==> src/verilog/tti_tx_pkg.sv <==
// Shared widths, queue depths and descriptor field positions for the TTI transmit path
`default_nettype none

package tti_tx_pkg;

  localparam int unsigned TxWordWidth = 32;  // Data queue word
  localparam int unsigned TxDescWidth = 32;  // TX descriptor word
  localparam int unsigned TxByteWidth = 8;   // Byte handed to the bus FSM

  localparam int unsigned TxDataDepth = 64;  // Data queue, in words
  localparam int unsigned TxDescDepth = 4;   // Descriptor queue, in descriptors

  // Fill level must be able to represent a completely full data queue
  localparam int unsigned TxDataLvlWidth = $clog2(TxDataDepth + 1);

  localparam int unsigned TxBytesPerWord = TxWordWidth / TxByteWidth;
  localparam int unsigned TxByteIdxWidth = $clog2(TxBytesPerWord);

  // Descriptor layout, upper half is reserved
  localparam int unsigned TxLenWidth = 16;
  localparam int unsigned TxLenLsb = 0;

endpackage

`default_nettype wire
==> src/verilog/tti_data_if.sv <==
// Byte stream and data level from the width converter to the descriptor handler
`timescale 1ns/1ps
`default_nettype none

interface tti_data_if
  import tti_tx_pkg::*;
();

  logic                      rvalid;  // Converter holds a byte
  logic                      rready;  // Byte taken by the bus
  logic [TxByteWidth-1:0]    rdata;
  logic [TxDataLvlWidth-1:0] depth;   // Queued words plus the held one
  logic                      flush;   // Drop the word held in the converter

  modport conv (
    output rvalid, rdata, depth,
    input  rready, flush
  );

  modport desc (
    input  rvalid, rdata, depth,
    output rready, flush
  );

endinterface

`default_nettype wire

==> src/verilog/tti_tx_path.sv <==
// Top level of the TTI transmit path, from the software write ports to the bus byte stream
`timescale 1ns/1ps
`default_nettype none

module tti_tx_path
  import tti_tx_pkg::*;
(
  input  logic                   clk_i,
  input  logic                   rst_ni,

  input  logic                   desc_wvalid_i,
  output logic                   desc_wready_o,
  input  logic [TxDescWidth-1:0] desc_wdata_i,

  input  logic                   data_wvalid_i,
  output logic                   data_wready_o,
  input  logic [TxWordWidth-1:0] data_wdata_i,

  output logic [TxByteWidth-1:0] tx_byte_o,
  output logic                   tx_byte_valid_o,
  output logic                   tx_byte_last_o,
  input  logic                   tx_byte_ready_i,
  input  logic                   tx_byte_err_i
);

  logic                      desc_rvalid;
  logic                      desc_rready;
  logic [TxDescWidth-1:0]    desc_rdata;
  logic                      word_valid;
  logic                      word_ready;
  logic [TxWordWidth-1:0]    word_data;
  logic [TxDataLvlWidth-1:0] data_depth;
  logic                      queue_flush;

  tti_data_if data_if ();

  tti_queue #(
    .Width (TxDescWidth),
    .Depth (TxDescDepth)
  ) u_desc_q (
    .clk_i    (clk_i),
    .rst_ni   (rst_ni),
    .wvalid_i (desc_wvalid_i),
    .wready_o (desc_wready_o),
    .wdata_i  (desc_wdata_i),
    .rvalid_o (desc_rvalid),
    .rready_i (desc_rready),
    .rdata_o  (desc_rdata),
    .flush_i  (1'b0),        // Descriptors are only consumed
    .depth_o  ()
  );

  tti_queue #(
    .Width (TxWordWidth),
    .Depth (TxDataDepth)
  ) u_data_q (
    .clk_i    (clk_i),
    .rst_ni   (rst_ni),
    .wvalid_i (data_wvalid_i),
    .wready_o (data_wready_o),
    .wdata_i  (data_wdata_i),
    .rvalid_o (word_valid),
    .rready_i (word_ready),
    .rdata_o  (word_data),
    .flush_i  (queue_flush),
    .depth_o  (data_depth)
  );

  tx_width_conv u_width_conv (
    .clk_i         (clk_i),
    .rst_ni        (rst_ni),
    .word_valid_i  (word_valid),
    .word_ready_o  (word_ready),
    .word_i        (word_data),
    .queue_depth_i (data_depth),
    .data          (data_if.conv)
  );

  descriptor_tx u_descriptor_tx (
    .clk_i           (clk_i),
    .rst_ni          (rst_ni),
    .desc_rvalid_i   (desc_rvalid),
    .desc_rready_o   (desc_rready),
    .desc_rdata_i    (desc_rdata),
    .data            (data_if.desc),
    .queue_flush_o   (queue_flush),
    .tx_byte_o       (tx_byte_o),
    .tx_byte_last_o  (tx_byte_last_o),
    .tx_byte_valid_o (tx_byte_valid_o),
    .tx_byte_ready_i (tx_byte_ready_i),
    .tx_byte_err_i   (tx_byte_err_i)
  );

endmodule

`default_nettype wire

==> src/verilog/descriptor_tx.sv <==
// TX descriptor handler, gates each message on queued data and feeds its bytes to the bus FSM
`timescale 1ns/1ps
`default_nettype none

module descriptor_tx
  import tti_tx_pkg::*;
(
  input  logic                   clk_i,
  input  logic                   rst_ni,

  input  logic                   desc_rvalid_i,
  output logic                   desc_rready_o,
  input  logic [TxDescWidth-1:0] desc_rdata_i,

  tti_data_if.desc               data,
  output logic                   queue_flush_o,

  output logic [TxByteWidth-1:0] tx_byte_o,
  output logic                   tx_byte_last_o,
  output logic                   tx_byte_valid_o,
  input  logic                   tx_byte_ready_i,
  input  logic                   tx_byte_err_i
);

  logic                  desc_valid_q;
  logic [TxLenWidth-1:0] len_q;
  logic [TxLenWidth-1:0] words_needed;
  logic [TxLenWidth-1:0] byte_cnt_q;    // Bytes still to send
  logic                  pending_q;
  logic                  tx_start;
  logic                  zero_len;
  logic                  byte_accept;
  logic                  normal_end;
  logic                  err_end;

  assign desc_rready_o = !desc_valid_q;

  // Length rounded up to whole words
  assign words_needed = (len_q >> TxByteIdxWidth) +
                        TxLenWidth'(|len_q[TxByteIdxWidth-1:0]);

  // A message larger than the data queue can never start
  assign zero_len = desc_valid_q && !pending_q && (len_q == '0);
  assign tx_start = desc_valid_q && !pending_q && (len_q != '0) &&
                    (TxLenWidth'(data.depth) >= words_needed);

  assign tx_byte_valid_o = pending_q && data.rvalid;
  assign tx_byte_last_o  = tx_byte_valid_o && (byte_cnt_q == TxLenWidth'(1));
  assign tx_byte_o       = data.rdata;
  assign byte_accept     = tx_byte_valid_o && tx_byte_ready_i;
  assign data.rready     = byte_accept;

  assign normal_end = tx_byte_last_o && tx_byte_ready_i;
  assign err_end    = pending_q && tx_byte_err_i;

  // Leftover bytes of the final word always go, the queue only on abort
  assign data.flush    = normal_end || err_end;
  assign queue_flush_o = err_end;

  always_ff @(posedge clk_i or negedge rst_ni) begin
    if (!rst_ni) begin
      desc_valid_q <= 1'b0;
    end else if (normal_end || err_end || zero_len) begin
      desc_valid_q <= 1'b0;
    end else if (desc_rvalid_i && desc_rready_o) begin
      desc_valid_q <= 1'b1;
    end
  end

  always_ff @(posedge clk_i) begin
    if (desc_rvalid_i && desc_rready_o) begin
      len_q <= desc_rdata_i[TxLenLsb +: TxLenWidth];  // Reserved bits dropped
    end
  end

  always_ff @(posedge clk_i or negedge rst_ni) begin
    if (!rst_ni) begin
      pending_q  <= 1'b0;
      byte_cnt_q <= '0;
    end else if (normal_end || err_end) begin
      pending_q  <= 1'b0;
      byte_cnt_q <= '0;
    end else if (tx_start) begin
      pending_q  <= 1'b1;
      byte_cnt_q <= len_q;
    end else if (byte_accept) begin
      byte_cnt_q <= byte_cnt_q - 1'b1;
    end
  end

endmodule

`default_nettype wire

==> src/verilog/tx_width_conv.sv <==
// Unpacks TX data words into bytes for the descriptor handler, lowest byte first
`timescale 1ns/1ps
`default_nettype none

module tx_width_conv
  import tti_tx_pkg::*;
(
  input  logic                      clk_i,
  input  logic                      rst_ni,

  input  logic                      word_valid_i,
  output logic                      word_ready_o,
  input  logic [TxWordWidth-1:0]    word_i,
  input  logic [TxDataLvlWidth-1:0] queue_depth_i,

  tti_data_if.conv                  data
);

  logic [TxWordWidth-1:0]    word_q;
  logic                      held_q;      // word_q carries unsent bytes
  logic [TxByteIdxWidth-1:0] byte_idx_q;
  logic                      byte_take;
  logic                      word_done;   // Final byte of the held word goes out
  logic                      load;

  assign byte_take = held_q && data.rready;
  assign word_done = byte_take && (byte_idx_q == TxByteIdxWidth'(TxBytesPerWord - 1));

  // Refill when empty or when the held word drains, never while flushing
  assign word_ready_o = (!held_q || word_done) && !data.flush;
  assign load         = word_valid_i && word_ready_o;

  assign data.rvalid = held_q;
  assign data.rdata  = word_q[byte_idx_q * TxByteWidth +: TxByteWidth];
  assign data.depth  = queue_depth_i + TxDataLvlWidth'(held_q);

  always_ff @(posedge clk_i or negedge rst_ni) begin
    if (!rst_ni) begin
      held_q     <= 1'b0;
      byte_idx_q <= '0;
    end else if (data.flush) begin
      held_q     <= 1'b0;
      byte_idx_q <= '0;
    end else if (load) begin
      held_q     <= 1'b1;
      byte_idx_q <= '0;
    end else if (word_done) begin
      held_q     <= 1'b0;  // Queue ran dry
      byte_idx_q <= '0;
    end else if (byte_take) begin
      byte_idx_q <= byte_idx_q + 1'b1;
    end
  end

  always_ff @(posedge clk_i) begin
    if (load) begin
      word_q <= word_i;
    end
  end

endmodule

`default_nettype wire

==> src/verilog/tti_queue.sv <==
// Synchronous FIFO with fill level, instantiated for TX descriptors and TX data words
`timescale 1ns/1ps
`default_nettype none

module tti_queue
  import tti_tx_pkg::*;
#(
  parameter int unsigned Width = 32,
  parameter int unsigned Depth = 4
) (
  input  logic                      clk_i,
  input  logic                      rst_ni,

  input  logic                      wvalid_i,
  output logic                      wready_o,
  input  logic [Width-1:0]          wdata_i,

  output logic                      rvalid_o,
  input  logic                      rready_i,
  output logic [Width-1:0]          rdata_o,

  input  logic                      flush_i,
  output logic [TxDataLvlWidth-1:0] depth_o
);

  localparam int unsigned PtrWidth = (Depth > 1) ? $clog2(Depth) : 1;

  logic [Width-1:0]          mem_q [Depth];
  logic [PtrWidth-1:0]       wptr_q;
  logic [PtrWidth-1:0]       rptr_q;
  logic [TxDataLvlWidth-1:0] count_q;
  logic                      ready_q;  // Set once out of reset
  logic                      push;
  logic                      pop;

  assign wready_o = ready_q && (count_q != TxDataLvlWidth'(Depth));
  assign rvalid_o = (count_q != '0);
  assign rdata_o  = mem_q[rptr_q];
  assign depth_o  = count_q;

  // A flush wins over both sides, so a write in that cycle is lost
  assign push = wvalid_i && wready_o && !flush_i;
  assign pop  = rvalid_o && rready_i && !flush_i;

  always_ff @(posedge clk_i or negedge rst_ni) begin
    if (!rst_ni) begin
      ready_q <= 1'b0;
      wptr_q  <= '0;
      rptr_q  <= '0;
      count_q <= '0;
    end else begin
      ready_q <= 1'b1;
      if (flush_i) begin
        wptr_q  <= '0;
        rptr_q  <= '0;
        count_q <= '0;
      end else begin
        if (push) begin
          wptr_q <= (wptr_q == PtrWidth'(Depth - 1)) ? '0 : wptr_q + 1'b1;
        end
        if (pop) begin
          rptr_q <= (rptr_q == PtrWidth'(Depth - 1)) ? '0 : rptr_q + 1'b1;
        end
        case ({push, pop})
          2'b10:   count_q <= count_q + 1'b1;
          2'b01:   count_q <= count_q - 1'b1;
          default: count_q <= count_q;  // Idle or push and pop together
        endcase
      end
    end
  end

  always_ff @(posedge clk_i) begin
    if (push) begin
      mem_q[wptr_q] <= wdata_i;
    end
  end

endmodule

`default_nettype wire

==> config.mk <==
export PLATFORM = sky130hd
export DESIGN_NAME = tti_tx_path
export DESIGN_NICKNAME = d
export VERILOG_FILES = /design/src/verilog/tti_tx_pkg.sv /design/src/verilog/tti_data_if.sv /design/src/verilog/tti_tx_path.sv /design/src/verilog/descriptor_tx.sv /design/src/verilog/tx_width_conv.sv /design/src/verilog/tti_queue.sv
export SDC_FILE = /design/constraint.sdc
export NUM_CORES = 2
export LEC_CHECK = 0
export ABC_AREA = 1
export BUFFER_PORTS_ARGS = -buffer_cell sky130_fd_sc_hd__buf_2
export CAP_MARGIN = 30
export CELL_PAD_IN_SITES_DETAIL_PLACEMENT = 0
export CELL_PAD_IN_SITES_GLOBAL_PLACEMENT = 1
export CORE_MARGIN = 3
export CORE_UTILIZATION = 52
export CTS_CLUSTER_DIAMETER = 120
export DETAILED_ROUTE_END_ITERATION = 10
export GPL_TIMING_DRIVEN = 0
export PLACE_DENSITY = 0.86
export SYNTH_ARGS = -nofsm -noshare
export SYNTH_HDL_FRONTEND = slang
export SYNTH_HIERARCHICAL = 1
export SYNTH_SLANG_ARGS = --single-unit
==> constraint.sdc <==
create_clock -name clk_i -period 3.89 [get_ports clk_i]
set_clock_uncertainty 0.1 [all_clocks]
set_input_delay 0.778 -clock clk_i [delete_from_list [all_inputs] [get_ports clk_i]]
set_output_delay 0.778 -clock clk_i [all_outputs]
set_load 0.03 [all_outputs]
==> results.json <==
{
  "rows": 152,
  "finalHoldViolCount": 0,
  "instances_no_fill": 10400,
  "routed_wl_um": 308000,
  "finalNetCount": 7946,
  "antenna_found_initial": 23,
  "worstSkewPairLatency_ns": 0.88,
  "tightest_slew_ns": 1.05,
  "hold_end": "u_desc_q/mem_q[2][4]",
  "cts_tree": "built",
  "dieArea_um2": 179000,
  "arrival_ns": 4.44,
  "antenna_left": 0,
  "avgSynthCellArea_um2": 12.1,
  "first_global_vias": 58500,
  "rsz0062_at_grt": "false",
  "setup_viol": 0,
  "grt_max_degree": 65,
  "drc": 0,
  "drv_slew": 0,
  "die_h_um": 423,
  "yosys_warnings": 6,
  "die_w_um": 423,
  "status": "finished, final reports clean",
  "via_count": 63300,
  "core_area_um2": 172000,
  "p_leak_nw": 37.0,
  "crit_required_ns": 4.48,
  "clockBufferDepth": 3,
  "r2r_start": "u_data_q/rptr_q[2]",
  "io-pin-count": 82,
  "slowest_delay_ns": 0.74,
  "start_kind": "register",
  "grt_use_total": 0.339,
  "cts_max_level": 4,
  "hp-class": "in -> reg",
  "whs_ns": 0.0718,
  "fin_area_um2": 103000,
  "via_per_inst": 6.11,
  "fmax_mhz": 260,
  "drt_first_pass_iters": 8,
  "fillers": 13400,
  "critPathMaxFanout": 12,
  "pre_cts_ws_ns": 0.0978,
  "placed_cells": 9917,
  "numCtsBuffers": 216,
  "cts_root_buf": "clkbuf_16",
  "grt_remaining_overflow": 0,
  "cp_slowest_cell": "clkbuf_1",
  "crit_path_end_kind": "register",
  "area_growth_pct": 14.6,
  "slew_headroom": 0.298,
  "ir_drop_uv": 426,
  "drt-wirelength-per-cell_um": 29.7,
  "placed_cell_area_um2": 96200,
  "cellPowerDensity_nw_per_um2": 661,
  "gp_congestion": 1.03,
  "criticalPathCategory": "reg -> reg",
  "worst_r2r_endpoint": "u_width_conv/word_q[2]",
  "period_needed_ns": 3.85,
  "dr.first_iter.drc_count": 9835,
  "dp_hpwl_um": 212000,
  "min_period_over_period": 0.990,
  "syn_inst": 7435,
  "grt_pass1_wl_um": 428000,
  "min_path_cells": 1,
  "reg2reg_depth": 10,
  "path_clk_slew_ns": 0.06,
  "initial_core_util": 0.524,
  "path_cells": "buf_4, inv_4, buf_2, clkbuf_1, nand3_1, o211ai_1, nand3_1, nand2_1, nand2_1, nand2_1",
  "drive_above_1_share": 0.109,
  "portBuffers": 65,
  "clock_sinks": 2213,
  "synth_area_um2": 90200,
  "cpMostUsedCell": "nand2_1",
  "min-delay-start": "desc_wdata_i[4]",
  "finalWorstSetupSlack_ns": 0.0405,
  "power.total_w": 0.0683,
  "cap_violations": 0,
  "reg2reg_setup_slack_ns": 0.04
}
## routing by layer
layer / vias up / part of all wire / track usage / routed length [um]
li1: 27300 / - / - / -
met1: 30900 / 0.36 / 0.446 / 110000
met2: 4292 / 0.44 / 0.503 / 135000
met3: 767 / 0.14 / 0.103 / 42300
met4: 4 / 0.066 / 0.194 / 20300
met5: - / 0.00075 / 0 / 230
## stage by stage
stage	setup TNS (ns)	utilization
2_1_floorplan	0	-
3_3_place_gp	-3093.88	0.543
3_5_place_dp	0	0.559
4_1_cts	0	0.600
5_1_grt	0	0.600
6_report	0	0.601
## power by group
part           internal (W)  switching [W]  leakage [nW]
Clock                0.0117        0.00900          3.39
Sequential           0.0268       0.000318          20.1
Combinational       0.00515         0.0153          13.5
Total                0.0437         0.0246          37.0
## how the worst max path moves through the flow
stage | from | to
after floorplan | tx_byte_err_i | u_data_q/mem_q[12][0]
after global placement | data_wvalid_i | u_data_q/mem_q[49][10]
after detailed placement | tx_byte_ready_i | u_data_q/depth_o[6]
after CTS | u_data_q/rptr_q[2] | u_width_conv/word_q[16]
after global routing | u_descriptor_tx/len_q[0] | u_descriptor_tx/byte_cnt_q[13]
final | u_data_q/rptr_q[2] | u_width_conv/word_q[2]
## cell usage in the layout (no fill, tap or decap), drive strengths merged
master / n
nand2: 2174
edfxtp: 2160
nand3: 660
buf: 469
nor2: 450
clkbuf: 422
a21oi: 401
o21ai: 366
inv: 170
o22ai: 154
nor3: 98
clkinv: 98
a21boi: 97
o211ai: 97
dfrtp: 53
ha: 31
diode: 22
bufinv: 22
nand4: 21
xor2: 20
dlygate4sd3: 16
xnor2: 15
clkinvlp: 10
conb: 6
a31oi: 5
fa: 2
nand3b: 2
o31ai: 1
mux2i: 1
a21o: 1
nor3b: 1
and2: 1
o221ai: 1
or2: 1
## cell type report
cell class	count	area, um^2	share of cell area
plain buffers	456	2340	0.0226
flip-flops and latches	2213	66200	0.640
clock buffers	264	5620	0.0543
inverters	163	627	0.00606
multi-input cells	4606	21600	0.209
clock inverters	137	1340	0.0130
well taps	2310	2890	0.0280
diodes	22	55.1	0.000532
repair buffers	187	2740	0.0265
## timing repair
item | CTS | global route
hold buffers | 16 | 0
hold endpoints to repair | 113 | 0
endpoints found under the setup margin | 0 | 14
buffers inserted | 0 | 0
resized for setup | 0 | 3
## worst max-delay path: cells and delay by family (launching register included)
family | cells | cell delay (ns)
AND/OR/NAND/NOR | 5 | 1.16
AO/OA/AOI/OAI | 1 | 0.34
buffers and inverters | 4 | 1.66
flip-flops | 1 | 0.37
## sequential cells by signal (all words and copies together) (netlist names)
name and cells:
u_desc_q/depth_o 7, u_data_q/rptr_q 6, u_desc_q/rptr_q 2, u_descriptor_tx/len_q 16
u_data_q/depth_o 7, u_width_conv/word_q 32, u_data_q/wptr_q 6, u_width_conv/byte_idx_q 2
u_desc_q/ready_q 1, u_width_conv/data.rvalid 1, u_data_q/mem_q 2048, u_descriptor_tx/byte_cnt_q 16
u_descriptor_tx/desc_valid_q 1, u_desc_q/mem_q 64, u_data_q/ready_q 1, u_desc_q/wptr_q 2
u_descriptor_tx/pending_q 1
No activity file was read; power rests on OpenSTA's default activity.
